### config.mk
export PLATFORM = sky130hd
export DESIGN_NAME = asg_pointer
export DESIGN_NICKNAME = d
export VERILOG_FILES = /design/src/rtl/asg_pkg.sv /design/src/rtl/asg_pointer.sv
export SDC_FILE = /design/constraint.sdc
export NUM_CORES = 1
export LEC_CHECK = 0
export ABC_AREA = 1
export BUFFER_PORTS_ARGS = -buffer_cell sky130_fd_sc_hd__clkbuf_2
export CAP_MARGIN = 20
export CORE_MARGIN = 2
export CORE_UTILIZATION = 30
export DETAILED_ROUTE_END_ITERATION = 8
export PLACE_DENSITY = 0.59
export SYNTH_ARGS = -nofsm -noshare
export SYNTH_HDL_FRONTEND = slang
export SYNTH_SLANG_ARGS = --single-unit
export TNS_END_PERCENT = 5
### constraint.sdc
create_clock -name bus -period 6.2 [get_ports bus]
set_input_delay 0.93 -clock bus [delete_from_list [all_inputs] [get_ports bus]]
set_output_delay 0.93 -clock bus [all_outputs]
set_load 0.05 [all_outputs]
### src/rtl/asg_pkg.sv
// shared widths, register map and stage payloads for the waveform generator
// pointer is 10.16 fixed point, the integer part indexes the 1024-entry table
// gain is signed 2.14, so 16384 is unity gain
package asg_pkg;

  //////////////////////////////
  // widths
  //////////////////////////////
  localparam int SAMPLE_W  = 14;           // dac sample
  localparam int TBL_AW    = 10;
  localparam int TBL_DEPTH = 1 << TBL_AW;  // 1024 entries
  localparam int PTR_FRAC  = 16;
  localparam int PTR_W     = TBL_AW + PTR_FRAC;  // 26
  localparam int GAIN_W    = 16;
  localparam int GAIN_FRAC = 14;
  localparam int MUL_W     = SAMPLE_W + GAIN_W;  // full product
  localparam int EVN_W     = 4;

  // axi4-lite
  localparam int TBL_SEL_BIT = 12;  // table vs register region
  localparam int AXI_AW      = TBL_SEL_BIT + 1;
  localparam int AXI_DW      = 32;

  typedef logic signed [SAMPLE_W-1:0]          sample_t;
  typedef logic        [TBL_AW-1:0]            tbl_addr_t;
  typedef logic        [PTR_W-1:0]             ptr_t;
  typedef logic signed [GAIN_W-1:0]            gain_t;
  typedef logic signed [MUL_W-GAIN_FRAC-1:0]   scl_t;  // product after shift
  typedef logic        [EVN_W-1:0]             evn_mask_t;
  typedef logic        [AXI_AW-1:0]            axi_addr_t;
  typedef logic        [AXI_DW-1:0]            axi_data_t;
  typedef logic        [1:0]                   axi_resp_t;
  typedef logic        [TBL_SEL_BIT-1:0]       reg_addr_t;

  localparam axi_resp_t RESP_OKAY = 2'b00;

  //////////////////////////////
  // register map, byte addresses
  //////////////////////////////
  localparam reg_addr_t REG_CTL     = 12'h000;  // wr pulses, rd running
  localparam reg_addr_t REG_MSK_STR = 12'h004;
  localparam reg_addr_t REG_MSK_STP = 12'h008;
  localparam reg_addr_t REG_MSK_TRG = 12'h00C;
  localparam reg_addr_t REG_SIZE    = 12'h010;
  localparam reg_addr_t REG_OFFS    = 12'h014;
  localparam reg_addr_t REG_STEP    = 12'h018;
  localparam reg_addr_t REG_MODE    = 12'h01C;  // bit0 wrap
  localparam reg_addr_t REG_GAIN    = 12'h020;
  localparam reg_addr_t REG_SUM     = 12'h024;

  typedef enum logic {IDLE, RUN} ptr_state_e;

  typedef struct packed {
    ptr_t      size;
    ptr_t      offs;
    ptr_t      step;
    logic      wrap;
    gain_t     gain;
    sample_t   sum;
    evn_mask_t msk_str;
    evn_mask_t msk_stp;
    evn_mask_t msk_trg;
  } asg_cfg_s;

  // field order matches REG_CTL write bits, ptr_rst is bit0
  typedef struct packed {
    logic trigger;
    logic stop;
    logic start;
    logic ptr_rst;
  } asg_ctl_s;

  typedef struct packed {
    logic      en;
    tbl_addr_t addr;
    sample_t   data;
  } tbl_wr_s;

  // pointer stage output
  typedef struct packed {
    logic      valid;
    tbl_addr_t addr;
    logic      last;
  } ptr_addr_s;

  typedef struct packed {
    logic    valid;
    sample_t data;
    logic    last;
  } stage_s;

endpackage
### src/rtl/asg_pointer.sv
// read pointer, pipeline stage 1, 10.16 fixed point
// offset must lie below size, size is meant in whole table entries
// start and trigger both restart at offset, stop and ptr_rst end the run
// back-pressure freezes the pointer together with its output register
module asg_pointer (
  input  logic                bus,
  input  logic                rst_n,
  input  asg_pkg::asg_cfg_s   cfg,
  input  asg_pkg::asg_ctl_s   ctl,
  input  logic                ready,
  output asg_pkg::ptr_addr_s  addr_out,
  output logic                running,
  output logic                evn_per
);
  import asg_pkg::*;

  ptr_state_e       state;
  ptr_t             ptr;
  ptr_t             cur;       // pointer issued this cycle
  logic [PTR_W:0]   nxt;       // spare bit for carry
  logic [PTR_W:0]   nxt_wrap;
  logic             ld;        // output register may take a beat
  logic             go;
  logic             active;
  logic             hit;       // next pointer reaches size

  assign ld       = !addr_out.valid || ready;
  assign go       = ctl.start | ctl.trigger;
  assign active   = go || (state == RUN);
  assign cur      = go ? cfg.offs : ptr;
  assign nxt      = {1'b0, cur} + {1'b0, cfg.step};
  assign hit      = nxt >= {1'b0, cfg.size};
  assign nxt_wrap = nxt - {1'b0, cfg.size};
  assign running  = (state == RUN);

  //////////////////////////////
  // fsm and pointer
  //////////////////////////////
  always_ff @(posedge bus or negedge rst_n) begin
    if (!rst_n) begin
      state    <= IDLE;
      ptr      <= '0;
      addr_out <= '0;
      evn_per  <= 1'b0;
    end else begin
      evn_per <= 1'b0;
      if (ctl.ptr_rst || ctl.stop) begin
        // empty this stage only, later stages drain
        state          <= IDLE;
        addr_out.valid <= 1'b0;
        addr_out.last  <= 1'b0;
        if (ctl.ptr_rst) ptr <= '0;
      end else if (active && ld) begin
        addr_out.valid <= 1'b1;
        addr_out.addr  <= cur[PTR_W-1:PTR_FRAC];  // integer part
        addr_out.last  <= hit && !cfg.wrap;
        if (!hit) begin
          ptr   <= nxt[PTR_W-1:0];
          state <= RUN;
        end else if (cfg.wrap) begin
          ptr     <= nxt_wrap[PTR_W-1:0];  // keep fraction across wrap
          evn_per <= 1'b1;
          state   <= RUN;
        end else begin
          ptr   <= nxt[PTR_W-1:0];
          state <= IDLE;  // one-shot done
        end
      end else begin
        if (ld) begin
          addr_out.valid <= 1'b0;
          addr_out.last  <= 1'b0;
        end
        // start while stalled, first beat goes out once unblocked
        if (go) begin
          ptr   <= cfg.offs;
          state <= RUN;
        end
      end
    end
  end

  // index checked against size, which covers wrap and one-shot end
  a_idx_in_range: assert property (@(posedge bus) disable iff (!rst_n)
    addr_out.valid |-> ({addr_out.addr, {PTR_FRAC{1'b0}}} < cfg.size));

endmodule

==> results of run 1 <==
power by group through the flow:
stage	clock, mW	combinational (mW)	sequential (mW)
2_1_floorplan	0	0.777	0.370
3_3_place_gp	0	1.12	0.322
3_5_place_dp	0	1.12	0.324
4_1_cts	0.270	1.13	0.319
5_1_grt	0.278	1.28	0.325
6_report	0.263	1.14	0.319
cell usage after synthesis, types with 3 or more instances:
cell type,n,area share
nand4_1,24,0.025
and2_1,5,0.0053
nor2_1,71,0.045
dfrtp_1,40,0.17
xor2_1,20,0.030
nor2_2,7,0.0074
nand3_1,72,0.061
a21oi_1,48,0.041
o21bai_1,8,0.010
a31oi_1,24,0.025
buf_2,3,0.0025
o21ai_0,23,0.019
clkbuf_1,13,0.0083
nand2_2,7,0.0074
nor3_1,10,0.0085
a21oi_2,4,0.0059
xnor2_1,4,0.0059
inv_1,126,0.080
nand2_1,457,0.29
ha_1,53,0.11
a21o_1,5,0.0064
stage by stage:
step	instances	power (mW)	util	worst slack, ns
6_report	1404	1.72	0.352	0.853
5_1_grt	1404	1.88	0.352	0.442
4_1_cts	1403	1.72	0.351	0.919
3_5_place_dp	1395	1.45	0.344	0.617
3_3_place_gp	1395	1.44	0.344	0.654
2_1_floorplan	1046	1.15	-	1.68
kinds of logic (layout without fill, tap and decap cells):
group                      after synthesis  after routing  synth area share
and+or+nand+nor                        663            663             0.464
xor gates and xnor gates                24             24            0.0356
buffers and inverters                  149            242            0.0992
AOI/OAI and AO/OA                      115            115             0.113
adders and majority gates               55             55             0.119
DFF                                     40             40             0.170
registers in the layout, indices dropped and copies added, names as in the netlist:
signal	cells
addr_out	12
evn_per	1
ptr	26
running	1
worst max-delay path: cells and delay by family:
kind / cells / cell delay [ns]
xor+xnor: 1 / 0.32
compound gates: 3 / 0.59
simple gates: 19 / 2.16
buf+inv: 3 / 0.46
fa+ha+maj: 3 / 1.03
path summary, 6_finish.rpt:
| check | from | to | slack (ns) | cells after the start |
|---|---|---|---|---|
| min | rst_n | addr_out[7]$_DFFE_PN0P_ | 0.46 | 1 |
| max | ctl[3] | ptr[13]$_DFFE_PN0P_ | 0.85 | 29 |
| min reg2reg | addr_out[1]$_DFFE_PN0P_ | addr_out[1]$_DFFE_PN0P_ | 0.48 | 2 |
| max in group asynchronous | rst_n | ptr[7]$_DFFE_PN0P_ | 5.30 | 2 |
| min in group bus | addr_out[1]$_DFFE_PN0P_ | addr_out[1]$_DFFE_PN0P_ | 0.48 | 2 |
| max reg2reg | ptr[0]$_DFFE_PN0P_ | ptr[13]$_DFFE_PN0P_ | 1.62 | 26 |
cell usage in the layout (no fill, tap or decap), types with 2 or more instances in the layout:
cell       Yosys  final
and2_1         5      5
ha_1          53     53
nor2_1        71     71
or2_2          2      2
buf_4          2      5
inv_2          2      2
nor3_1        10     10
fa_1           2      2
nor4_1         2      2
o21bai_1       8      8
nand2_1      457    457
clkbuf_16      0      5
a21oi_1       48     48
nand3_1       72     72
a31oi_1       24     24
nand2_4        2      2
a21o_1         5      5
xor2_1        20     20
nand4_1       24     24
dfrtp_1       40     40
xnor2_1        4      4
nor2_2         7      7
nand2_2        7      7
inv_1        126    126
or2_0          2      2
o21ai_0       23     23
clkbuf_2       0     99
a21oi_2        4      4
cell type report:
type	count	share of cell area
Clock buffer	7	0.0209
Clock inverter	1	0.00110
Inverter	129	0.0708
Multi-Input combinational cell	857	0.631
Sequential cell	40	0.146
Tap cell	265	0.0485
Timing Repair Buffer	105	0.0809
routing by layer:
metal  share of wire  wire length [µm]
met3           0.041               811
met1            0.49              9840
met4           0.017               347
met2            0.45              9010
met5               0                 0
==> flow_summary.html, run 1 <==
<table>
<tr><th>Metric</th><th>Value</th></tr>
<tr><th colspan="2">Clocking</th></tr>
<tr><td>Buffer cell driving the clock tree root</td><td>clkbuf_16</td></tr>
<tr><td>Hold_buf cts</td><td>0</td></tr>
<tr><td>CTS tree</td><td>built</td></tr>
<tr><td>Clock tree sinks</td><td>40</td></tr>
<tr><td>Number of buffers inserted to repair setup after CTS</td><td>0</td></tr>
<tr><td>Number of H-tree branching levels</td><td>2</td></tr>
<tr><td>Clock network latency to the later pin of the worst-skew pair</td><td>0.29 ns</td></tr>
<tr><td>Post-CTS clock slew at the launch and capture registers of the worst setup and hold paths</td><td>0.06 ns</td></tr>
<tr><td>TritonCTS buffer count</td><td>5</td></tr>
<tr><td>Number of cells upsized or downsized after cts</td><td>0</td></tr>
<tr><td>Deepest clock path buffer count</td><td>2</td></tr>
<tr><th colspan="2">Timing</th></tr>
<tr><td>Worst max-slew margin expressed relative to the limit</td><td>0.560</td></tr>
<tr><td>Number of endpoints failing setup at the final stage</td><td>0</td></tr>
<tr><td>Min cycle time layout</td><td>around 5.3 ns</td></tr>
<tr><td>RSZ-0062 raised after global routing</td><td>no</td></tr>
<tr><td>Total count of max-transition violations in the final report</td><td>0</td></tr>
<tr><td>Peak Freq</td><td>about 190 MHz</td></tr>
<tr><td>Clock Skew</td><td>0.00738 ns</td></tr>
<tr><td>Least-Margin Pin Slew</td><td>0.658 ns</td></tr>
<tr><td>Setup TNS</td><td>0 ns</td></tr>
<tr><td>Worst hold-check slack</td><td>0.458 ns</td></tr>
<tr><td>Number of failing hold endpoints at the final stage</td><td>0</td></tr>
<tr><td>Final worst path period share</td><td>0.862</td></tr>
<tr><th colspan="2">Logic synthesis</th></tr>
<tr><td>Top_reg_cell synth</td><td>dfrtp_1</td></tr>
<tr><td>#FFs+latches synth</td><td>40</td></tr>
<tr><td>Gate Count Post-Synth</td><td>~1000</td></tr>
<tr><td>Count of yosys warnings during synthesis</td><td>0</td></tr>
<tr><td>Proportion of synthesized flip-flops having asynchronous set or reset</td><td>1.00</td></tr>
<tr><td>Post-synth EDFFs</td><td>0</td></tr>
<tr><td>Distinct cell type count after synthesis</td><td>35</td></tr>
<tr><td>Mean area per synthesized cell</td><td>5.64 µm²</td></tr>
<tr><td>Synthesized cell area</td><td>5900 µm²</td></tr>
<tr><td>Nets in the synthesized netlist</td><td>approximately 1200</td></tr>
<tr><td>Sequential fraction of the synthesis area</td><td>0.170</td></tr>
<tr><th colspan="2">Placement</th></tr>
<tr><td>DP Wirelength</td><td>17100 µm</td></tr>
<tr><td>Placement Cell Area</td><td>about 6700 µm²</td></tr>
<tr><td>Port bufs</td><td>99</td></tr>
<tr><td>Placer Congestion</td><td>just over 0.9</td></tr>
<tr><th colspan="2">Floorplan</th></tr>
<tr><td>Core Region</td><td>19400 µm²</td></tr>
<tr><td>Initial Utilization</td><td>0.304</td></tr>
<tr><td># IOs</td><td>approximately 140</td></tr>
<tr><td>Die X-Extent</td><td>144 µm</td></tr>
<tr><td>Vertical die dimension</td><td>144 µm</td></tr>
<tr><td>Area enclosed by the die boundary</td><td>20800 µm²</td></tr>
<tr><td>Number of standard-cell rows in the floorplan</td><td>51</td></tr>
<tr><th colspan="2">Global route</th></tr>
<tr><td>GRT Total Usage</td><td>0.193</td></tr>
<tr><td>Met1 track utilization from global routing</td><td>0.274</td></tr>
<tr><td>Via count of the first global-routing pass</td><td>6291</td></tr>
<tr><td>Top Usage Layer GRT</td><td>met2</td></tr>
<tr><td>Met3 layer usage reported by global route</td><td>0.00762</td></tr>
<tr><td>Number of antenna violations at the first check in global routing</td><td>0</td></tr>
<tr><td>Met2 Usage GRT</td><td>0.322</td></tr>
<tr><td>Largest net degree at the start of global routing</td><td>41</td></tr>
<tr><td>Wire length of the first global-routing pass</td><td>31300 µm</td></tr>
<tr><td>Overflow left after global routing</td><td>0</td></tr>
<tr><th colspan="2">Worst setup path</th></tr>
<tr><td>Most numerous cell on the critical path</td><td>nand2_1</td></tr>
<tr><td>Maximum fanout along the worst path</td><td>28</td></tr>
<tr><td>Worst Path Class, Setup</td><td>input pin to flop</td></tr>
<tr><td>Kind of end point of the critical path</td><td>flop</td></tr>
<tr><td>Critical Path Start Type</td><td>input pin</td></tr>
<tr><td>Critical-path cell with the highest stage delay</td><td>fa_1</td></tr>
<tr><td>Data required time of the worst path</td><td>between 6 and 7 ns</td></tr>
<tr><td>Delay of the slowest critical-path stage</td><td>0.45 ns</td></tr>
<tr><td>Crit path DAT</td><td>approximately 5.5 ns</td></tr>
<tr><th colspan="2">Finish</th></tr>
<tr><td>Final instance area</td><td>6840 µm²</td></tr>
<tr><td>Nets</td><td>1321</td></tr>
<tr><td>Fraction of layout cells with a size suffix above 1</td><td>0.121</td></tr>
<tr><td>Area growth from synthesis to layout</td><td>15.8%</td></tr>
<tr><td>Antenna cell count</td><td>0</td></tr>
<tr><td>Fillers</td><td>between 2000 and 2500</td></tr>
<tr><td>Multi-input gate area in the final layout</td><td>4320 µm²</td></tr>
<tr><td>Footprint of the flip-flops and latches</td><td>roughly 1000 µm²</td></tr>
<tr><th colspan="2">Min path</th></tr>
<tr><td>Min-Delay Path Class</td><td>input pin to async pin</td></tr>
<tr><th colspan="2">Routing</th></tr>
<tr><td>Routed wire length</td><td>20000 µm</td></tr>
<tr><td>Antenna-violating nets left</td><td>0</td></tr>
<tr><td>Detail-routed via count per cell</td><td>a little under 5</td></tr>
<tr><td>Total number of vias</td><td>6758</td></tr>
<tr><td>Wire per inst</td><td>14.3 µm</td></tr>
<tr><td>First-iteration detailed-routing DRC count</td><td>459</td></tr>
<tr><td>Post-route DRC</td><td>0</td></tr>
<tr><td>Number of iterations in the first detailed-routing pass</td><td>5</td></tr>
<tr><th colspan="2">Power</th></tr>
<tr><td>Cell Int Power</td><td>823 µW</td></tr>
<tr><td>Portion of total power attributed to sequential cells</td><td>0.186</td></tr>
<tr><td>Pwr/cell area</td><td>251 nW/µm²</td></tr>
<tr><td>Worst ir drop on vdd</td><td>0.184 mV</td></tr>
<tr><td>Clock power frac</td><td>0.153</td></tr>
<tr><td>P_sw</td><td>between 800 and 900 µW</td></tr>
<tr><td>Combinational power share</td><td>0.661</td></tr>
<tr><td>Switching Share</td><td>0.521</td></tr>
<tr><td>LEAKAGE</td><td>4.02 nW</td></tr>
<tr><th colspan="2">Status</th></tr>
<tr><td>Status</td><td>complete, no violations</td></tr>
<tr><th colspan="2">Run</th></tr>
<tr><td>Maxcap violations</td><td>0</td></tr>
</table>
No activity file was read; power rests on OpenSTA's default activity.
==> inputs of run 2 (changes only) <==
--- a/config.mk
+++ b/config.mk
@@ -9,9 +9,9 @@
 export BUFFER_PORTS_ARGS = -buffer_cell sky130_fd_sc_hd__clkbuf_2
 export CAP_MARGIN = 20
 export CORE_MARGIN = 2
-export CORE_UTILIZATION = 30
+export CORE_UTILIZATION = 40
 export DETAILED_ROUTE_END_ITERATION = 8
-export PLACE_DENSITY = 0.59
+export PLACE_DENSITY = 0.72
 export SYNTH_ARGS = -nofsm -noshare
 export SYNTH_HDL_FRONTEND = slang
 export SYNTH_SLANG_ARGS = --single-unit
==> flow_summary.html, run 2 (synthesized netlist as in run 1, its figures left out) <==
<table>
<tr><th>Metric</th><th>Value</th></tr>
<tr><th colspan="2">Worst setup path</th></tr>
<tr><td>Data required time of the worst path</td><td>6.37 ns</td></tr>
<tr><td>R2R depth</td><td>28</td></tr>
<tr><td>Kind of end point of the critical path</td><td>flop</td></tr>
<tr><td>Worst reg2reg path startpoint</td><td>ptr[0]$_DFFE_PN0P_</td></tr>
<tr><td>Critical-path cell with the highest stage delay</td><td>fa_1</td></tr>
<tr><td>Critical Path Start Type</td><td>input pin</td></tr>
<tr><td>CP delay by family, top</td><td>simple AND/OR/NAND/NOR gates</td></tr>
<tr><td>Maximum fanout along the worst path</td><td>28</td></tr>
<tr><td>Worst setup path startpoint</td><td>ctl[3]</td></tr>
<tr><td>Worst r2r dst</td><td>ptr[20]$_DFFE_PN0P_</td></tr>
<tr><td>Register-to-register path setup slack</td><td>1.72 ns</td></tr>
<tr><td>Buffers &amp; Inverters on Critical Path</td><td>5</td></tr>
<tr><td>Most numerous cell on the critical path</td><td>nand2_1</td></tr>
<tr><td>Capturing instance or port of the critical path</td><td>ptr[20]$_DFFE_PN0P_</td></tr>
<tr><td>Logic depth of the worst setup path including buffers</td><td>31</td></tr>
<tr><td>Delay of the slowest critical-path stage</td><td>0.43 ns</td></tr>
<tr><td>Worst Path Class, Setup</td><td>input pin to flop</td></tr>
<tr><td>Crit path DAT</td><td>5.37 ns</td></tr>
<tr><th colspan="2">Routing</th></tr>
<tr><td>First-iteration detailed-routing DRC count</td><td>583</td></tr>
<tr><td>Antenna-violating nets left</td><td>0</td></tr>
<tr><td>Wire per inst</td><td>14.2 µm</td></tr>
<tr><td>Routed wire length</td><td>18700 µm</td></tr>
<tr><td>Post-route DRC</td><td>0</td></tr>
<tr><td>Detail-routed via count per cell</td><td>5.10</td></tr>
<tr><td>Number of iterations in the first detailed-routing pass</td><td>5</td></tr>
<tr><td>Total number of vias</td><td>6742</td></tr>
<tr><th colspan="2">Clocking</th></tr>
<tr><td>Hold_buf cts</td><td>0</td></tr>
<tr><td>Buffer cell driving the clock tree root</td><td>clkbuf_16</td></tr>
<tr><td>Clock network latency to the later pin of the worst-skew pair</td><td>0.28 ns</td></tr>
<tr><td>TritonCTS buffer count</td><td>5</td></tr>
<tr><td>CTS tree</td><td>built</td></tr>
<tr><td>Number of H-tree branching levels</td><td>2</td></tr>
<tr><td>Number of cells upsized or downsized after cts</td><td>0</td></tr>
<tr><td>Clock tree sinks</td><td>40</td></tr>
<tr><td>Number of buffers inserted to repair setup after CTS</td><td>0</td></tr>
<tr><td>Deepest clock path buffer count</td><td>2</td></tr>
<tr><td>Post-CTS clock slew at the launch and capture registers of the worst setup and hold paths</td><td>0.06 ns</td></tr>
<tr><th colspan="2">Timing</th></tr>
<tr><td>Worst hold-check slack</td><td>about 0.47 ns</td></tr>
<tr><td>Least setup slack across all paths after layout</td><td>1.00 ns</td></tr>
<tr><td>Final worst path period share</td><td>0.838</td></tr>
<tr><td>Least-Margin Pin Slew</td><td>just under 1 ns</td></tr>
<tr><td>Worst max-slew margin expressed relative to the limit</td><td>0.342</td></tr>
<tr><td>Setup TNS</td><td>0 ns</td></tr>
<tr><td>Total count of max-transition violations in the final report</td><td>0</td></tr>
<tr><td>RSZ-0062 raised after global routing</td><td>no</td></tr>
<tr><td>Number of endpoints failing setup at the final stage</td><td>0</td></tr>
<tr><td>Peak Freq</td><td>192 MHz</td></tr>
<tr><td>Min cycle time layout</td><td>5.20 ns</td></tr>
<tr><td>Number of failing hold endpoints at the final stage</td><td>0</td></tr>
<tr><td>Clock Skew</td><td>0.00422 ns</td></tr>
<tr><th colspan="2">Power</th></tr>
<tr><td>Combinational power share</td><td>0.637</td></tr>
<tr><td>Switching Share</td><td>0.499</td></tr>
<tr><td>Portion of total power attributed to sequential cells</td><td>0.180</td></tr>
<tr><td>P_sw</td><td>888 µW</td></tr>
<tr><td>Cell Int Power</td><td>~900 µW</td></tr>
<tr><td>Clock power frac</td><td>0.183</td></tr>
<tr><td>LEAKAGE</td><td>4.03 nW</td></tr>
<tr><td>Pwr/cell area</td><td>about 260 nW/µm²</td></tr>
<tr><td>Worst ir drop on vdd</td><td>about 0.18 mV</td></tr>
<tr><th colspan="2">Global route</th></tr>
<tr><td>Number of antenna violations at the first check in global routing</td><td>0</td></tr>
<tr><td>Overflow left after global routing</td><td>0</td></tr>
<tr><td>Largest net degree at the start of global routing</td><td>41</td></tr>
<tr><td>Wire length of the first global-routing pass</td><td>just over 30000 µm</td></tr>
<tr><td>GRT Total Usage</td><td>0.236</td></tr>
<tr><td>Via count of the first global-routing pass</td><td>6259</td></tr>
<tr><th colspan="2">Floorplan</th></tr>
<tr><td>Number of standard-cell rows in the floorplan</td><td>44</td></tr>
<tr><td>Vertical die dimension</td><td>125 µm</td></tr>
<tr><td>Die X-Extent</td><td>125 µm</td></tr>
<tr><td>Initial Utilization</td><td>0.408</td></tr>
<tr><td># IOs</td><td>142</td></tr>
<tr><td>Core Region</td><td>between 10000 and 15000 µm²</td></tr>
<tr><td>Area enclosed by the die boundary</td><td>15700 µm²</td></tr>
<tr><th colspan="2">Placement</th></tr>
<tr><td>Port bufs</td><td>99</td></tr>
<tr><td>Placement Cell Area</td><td>6570 µm²</td></tr>
<tr><td>Placer Congestion</td><td>1.01</td></tr>
<tr><td>Post-Place Worst Slack</td><td>0.774 ns</td></tr>
<tr><td>DP Wirelength</td><td>15700 µm</td></tr>
<tr><th colspan="2">Finish</th></tr>
<tr><td>Final instance area</td><td>a little under 7000 µm²</td></tr>
<tr><td>Area growth from synthesis to layout</td><td>14.3%</td></tr>
<tr><td>Antenna cell count</td><td>0</td></tr>
<tr><td>Commonest cells after routing, fill and taps aside</td><td>457 x nand2_1, 126 x inv_1, 99 x clkbuf_2</td></tr>
<tr><td>Largest registers</td><td>ptr x26, addr_out x12</td></tr>
<tr><td>Number of flip-flops under the largest register name</td><td>26</td></tr>
<tr><td>Nets</td><td>1320</td></tr>
<tr><td>Register with the most flip-flops</td><td>ptr</td></tr>
<tr><td>Most common cell after layout, fill and taps aside</td><td>nand2_1</td></tr>
<tr><td>Fraction of layout cells with a size suffix above 1</td><td>0.120</td></tr>
<tr><th colspan="2">Status</th></tr>
<tr><td>Status</td><td>complete, no violations</td></tr>
<tr><th colspan="2">Run</th></tr>
<tr><td>Maxcap violations</td><td>0</td></tr>
<tr><th colspan="2">Min path</th></tr>
<tr><td>Min-Delay Path Class</td><td>flop to flop</td></tr>
</table>
[run 2: cell type report]
cell class,instances,area [µm²]
Fill cell,1575,7730
Multi-Input combinational cell,857,4320
Sequential cell,40,1000
Timing Repair Buffer,104,533
Inverter,129,484
Tap cell,184,230
Clock buffer,5,125
Clock inverter,2,60.1
[run 2: worst min path at each step]
stage / endpoint / startpoint / cells past startpoint / slack [ns]
final: addr_out[10]$_DFFE_PN0P_ / addr_out[10]$_DFFE_PN0P_ / 2 / 0.47
after global routing: ptr[15]$_DFFE_PN0P_ / ptr[15]$_DFFE_PN0P_ / 2 / 0.49
after CTS: addr_out[10]$_DFFE_PN0P_ / addr_out[10]$_DFFE_PN0P_ / 2 / 0.47
after detailed placement: addr_out[10]$_DFFE_PN0P_ / addr_out[10]$_DFFE_PN0P_ / 2 / 0.46
after global placement: addr_out[7]$_DFFE_PN0P_ / addr_out[7]$_DFFE_PN0P_ / 2 / 0.46
after floorplan: ptr[0]$_DFFE_PN0P_ / ptr[0]$_DFFE_PN0P_ / 2 / 0.45
[run 2: worst min-delay path: cells and delay by family, from the launching register on]
| kind | cells | cell delay, ns |
|---|---|---|
| flops | 1 | 0.34 |
| simple gates | 2 | 0.09 |
[run 2: power groups by stage]
stage / logic (mW) / registers, mW / clock network [mW]
6_report: 1.13 / 0.320 / 0.325
2_1_floorplan: 0.777 / 0.370 / 0
4_1_cts: 1.12 / 0.319 / 0.328
5_1_grt: 1.28 / 0.323 / 0.340
3_5_place_dp: 1.11 / 0.323 / 0
3_3_place_gp: 1.11 / 0.322 / 0
[run 2: per-stage QoR]
stage          power, mW  utilization  std cells
2_1_floorplan       1.15            -       1046
3_3_place_gp        1.43        0.454       1314
3_5_place_dp        1.43        0.454       1314
4_1_cts             1.77        0.466       1321
5_1_grt             1.94        0.466       1321
6_report            1.78        0.466       1321
[run 2: routing by layer]
layer | wire (µm) | track usage | vias up
li1 | - | - | 3533
met1 | 8970 | 0.337 | 2973
met2 | 8370 | 0.392 | 212
met5 | 0 | 0 | -
met4 | 367 | 0.0660 | 0
met3 | 1020 | 0.00856 | 24
==> inputs of run 3 (changes only) <==
==> constraint.sdc (replaced) <==
create_clock -name bus -period 5.17 [get_ports bus]
set_input_delay 0.7755 -clock bus [delete_from_list [all_inputs] [get_ports bus]]
set_output_delay 0.7755 -clock bus [all_outputs]
set_load 0.05 [all_outputs]
==> flow_summary.html, run 3 (synthesized netlist as in run 1, its figures left out) <==
<table>
<tr><th>Metric</th><th>Value</th></tr>
<tr><th colspan="2">Finish</th></tr>
<tr><td>Number of flip-flops under the largest register name</td><td>26</td></tr>
<tr><td>Largest registers</td><td>ptr x26, addr_out x12</td></tr>
<tr><td>Footprint of the flip-flops and latches</td><td>roughly 1000 µm²</td></tr>
<tr><td>Multi-input gate area in the final layout</td><td>4350 µm²</td></tr>
<tr><td>Final core utilization</td><td>0.471</td></tr>
<tr><td>Commonest cells after routing, fill and taps aside</td><td>457 x nand2_1, 126 x inv_1, 99 x clkbuf_2</td></tr>
<tr><td>Area growth from synthesis to layout</td><td>15.5%</td></tr>
<tr><td>Fillers</td><td>around 1600</td></tr>
<tr><td>Post-Layout Cell Count</td><td>1327</td></tr>
<tr><td>Register with the most flip-flops</td><td>ptr</td></tr>
<tr><td>Final instance area</td><td>between 6000 and 7000 µm²</td></tr>
<tr><td>Most common cell after layout, fill and taps aside</td><td>nand2_1</td></tr>
<tr><td>Nets</td><td>1325</td></tr>
<tr><td>Fraction of layout cells with a size suffix above 1</td><td>0.130</td></tr>
<tr><td>Antenna cell count</td><td>0</td></tr>
<tr><th colspan="2">Power</th></tr>
<tr><td>Clock power frac</td><td>0.167</td></tr>
<tr><td>Cell Int Power</td><td>1.03 mW</td></tr>
<tr><td>Total power after layout</td><td>2.10 mW</td></tr>
<tr><td>Combinational power share</td><td>0.651</td></tr>
<tr><td>Pwr/cell area</td><td>roughly 310 nW/µm²</td></tr>
<tr><td>P_sw</td><td>1.07 mW</td></tr>
<tr><td>LEAKAGE</td><td>4.05 nW</td></tr>
<tr><td>Worst ir drop on vdd</td><td>0.267 mV</td></tr>
<tr><td>Portion of total power attributed to sequential cells</td><td>0.182</td></tr>
<tr><td>Switching Share</td><td>0.508</td></tr>
<tr><th colspan="2">Global route</th></tr>
<tr><td>Overflow left after global routing</td><td>0</td></tr>
<tr><td>Wire length of the first global-routing pass</td><td>roughly 30000 µm</td></tr>
<tr><td>Via count of the first global-routing pass</td><td>between 6000 and 7000</td></tr>
<tr><td>GRT Total Usage</td><td>0.235</td></tr>
<tr><td>Number of antenna violations at the first check in global routing</td><td>0</td></tr>
<tr><td>Largest net degree at the start of global routing</td><td>41</td></tr>
<tr><th colspan="2">Clocking</th></tr>
<tr><td>Number of H-tree branching levels</td><td>2</td></tr>
<tr><td>Clock network latency to the later pin of the worst-skew pair</td><td>~0.29 ns</td></tr>
<tr><td>TritonCTS buffer count</td><td>5</td></tr>
<tr><td>Clock tree sinks</td><td>40</td></tr>
<tr><td>Buffer cell driving the clock tree root</td><td>clkbuf_16</td></tr>
<tr><td>Post-CTS clock slew at the launch and capture registers of the worst setup and hold paths</td><td>0.06 ns</td></tr>
<tr><td>Deepest clock path buffer count</td><td>2</td></tr>
<tr><td>Hold_buf cts</td><td>0</td></tr>
<tr><td>CTS tree</td><td>built</td></tr>
<tr><th colspan="2">Min path</th></tr>
<tr><td>Min-Delay Path Class</td><td>input pin to async pin</td></tr>
<tr><th colspan="2">Placement</th></tr>
<tr><td>Placer Congestion</td><td>0.964</td></tr>
<tr><td>Post-Place Worst Slack</td><td>-0.00965 ns</td></tr>
<tr><td>Port bufs</td><td>99</td></tr>
<tr><td>DP Wirelength</td><td>approximately 16000 µm</td></tr>
<tr><td>Placed Cells incl. Taps</td><td>1318</td></tr>
<tr><td>Placement Cell Area</td><td>~6600 µm²</td></tr>
<tr><th colspan="2">Worst setup path</th></tr>
<tr><td>Worst r2r dst</td><td>ptr[1]$_DFFE_PN0P_</td></tr>
<tr><td>Register-to-register path setup slack</td><td>0.86 ns</td></tr>
<tr><td>Maximum fanout along the worst path</td><td>27</td></tr>
<tr><td>Crit path DAT</td><td>5.04 ns</td></tr>
<tr><td>Data required time of the worst path</td><td>5.39 ns</td></tr>
<tr><td>Worst reg2reg path startpoint</td><td>ptr[0]$_DFFE_PN0P_</td></tr>
<tr><td>R2R depth</td><td>28</td></tr>
<tr><td>Capturing instance or port of the critical path</td><td>ptr[1]$_DFFE_PN0P_</td></tr>
<tr><td>Worst setup path startpoint</td><td>ctl[3]</td></tr>
<tr><td>Delay of the slowest critical-path stage</td><td>0.39 ns</td></tr>
<tr><td>Worst Path Class, Setup</td><td>input pin to flop</td></tr>
<tr><td>Kind of end point of the critical path</td><td>flop</td></tr>
<tr><td>Critical-path cell with the highest stage delay</td><td>ha_2</td></tr>
<tr><td>Most numerous cell on the critical path</td><td>nand2_1</td></tr>
<tr><td>Critical Path Start Type</td><td>input pin</td></tr>
<tr><th colspan="2">Floorplan</th></tr>
<tr><td>Core Region</td><td>14500 µm²</td></tr>
<tr><td>Number of standard-cell rows in the floorplan</td><td>44</td></tr>
<tr><td>Die X-Extent</td><td>between 100 and 150 µm</td></tr>
<tr><td># IOs</td><td>142</td></tr>
<tr><td>Vertical die dimension</td><td>125 µm</td></tr>
<tr><td>Initial Utilization</td><td>0.408</td></tr>
<tr><td>Area enclosed by the die boundary</td><td>15700 µm²</td></tr>
<tr><th colspan="2">Timing</th></tr>
<tr><td>Worst max-slew margin expressed relative to the limit</td><td>0.508</td></tr>
<tr><td>Number of failing hold endpoints at the final stage</td><td>0</td></tr>
<tr><td>Min cycle time layout</td><td>4.82 ns</td></tr>
<tr><td>Number of endpoints failing setup at the final stage</td><td>0</td></tr>
<tr><td>Clock Skew</td><td>0.00934 ns</td></tr>
<tr><td>RSZ-0062 raised after global routing</td><td>no</td></tr>
<tr><td>Least-Margin Pin Slew</td><td>around 0.74 ns</td></tr>
<tr><td>Final worst path period share</td><td>0.933</td></tr>
<tr><td>Total count of max-transition violations in the final report</td><td>0</td></tr>
<tr><td>Peak Freq</td><td>207 MHz</td></tr>
<tr><td>Least setup slack across all paths after layout</td><td>0.349 ns</td></tr>
<tr><th colspan="2">Routing</th></tr>
<tr><td>First-iteration detailed-routing DRC count</td><td>493</td></tr>
<tr><td>Total number of vias</td><td>slightly below 7000</td></tr>
<tr><td>Routed wire length</td><td>18700 µm</td></tr>
<tr><td>Post-route DRC</td><td>0</td></tr>
<tr><td>Number of iterations in the first detailed-routing pass</td><td>5</td></tr>
<tr><td>Detail-routed via count per cell</td><td>roughly 5.1</td></tr>
<tr><td>Wire per inst</td><td>around 14 µm</td></tr>
<tr><td>Antenna-violating nets left</td><td>0</td></tr>
<tr><th colspan="2">Run</th></tr>
<tr><td>Maxcap violations</td><td>0</td></tr>
<tr><th colspan="2">Status</th></tr>
<tr><td>Status</td><td>complete, no violations</td></tr>
</table>
-- run 3: how the worst min path moves through the flow --
stage	slack [ns]	endpoint	cells after the start
global route	0.35	addr_out[7]$_DFFE_PN0P_	1
floorplan	0.45	ptr[0]$_DFFE_PN0P_	2
global placement	0.46	addr_out[10]$_DFFE_PN0P_	2
CTS	0.48	addr_out[6]$_DFFE_PN0P_	2
detailed placement	0.46	addr_out[3]$_DFFE_PN0P_	2
finish	0.34	addr_out[7]$_DFFE_PN0P_	1
-- run 3: power by group through the flow --
stage          Combinational, mW  Clock (mW)  Sequential [mW]
5_1_grt                     1.54       0.366            0.389
2_1_floorplan              0.932           0            0.444
3_5_place_dp                1.34           0            0.387
6_report                    1.37       0.351            0.383
4_1_cts                     1.35       0.356            0.382
3_3_place_gp                1.33           0            0.386
-- run 3: area by class of cell --
type                       count  share of cell area
multi-input combinational    857               0.637
tap                          184              0.0338
clock inverter                 3             0.00624
sequential                    40               0.147
clock buffer                   5              0.0183
timing repair buffer         109              0.0860
inverter                     129              0.0717
-- run 3: worst max-delay path, delay by kind of cell --
| family | cells | cell delay (ns) |
|---|---|---|
| XOR/XNOR | 1 | 0.18 |
| AND/OR/NAND/NOR | 21 | 2.51 |
| adder cells (fa/ha/maj) | 2 | 0.66 |
| buffers and inverters | 3 | 0.57 |
| AO/OA/AOI/OAI | 2 | 0.30 |
-- run 3: layer usage --
layer | global-route usage | share of wire | vias up
met4 | 0.0634 | 0.021 | 0
met2 | 0.378 | 0.45 | 189
met3 | 0.00899 | 0.043 | 29
met5 | 0 | 0 | -
li1 | - | - | 3546
met1 | 0.345 | 0.49 | 3014
-- run 3: per-stage QoR --
| stage | TNS (ns) | hold WS [ns] |
|---|---|---|
| after CTS | 0 | 0.476 |
| after global placement | 0 | 0.460 |
| after detailed placement | -0.00965 | 0.462 |
| final | 0 | 0.338 |
| after global routing | 0 | 0.353 |
| after floorplan | 0 | 0.449 |
-- run 3: timing repair --
item | 4_1_cts | 5_1_grt
endpoints found under the setup margin | 0 | 24
resized for setup | 0 | 11
hold endpoints to repair | 0 | 0
buffers inserted | 0 | 0
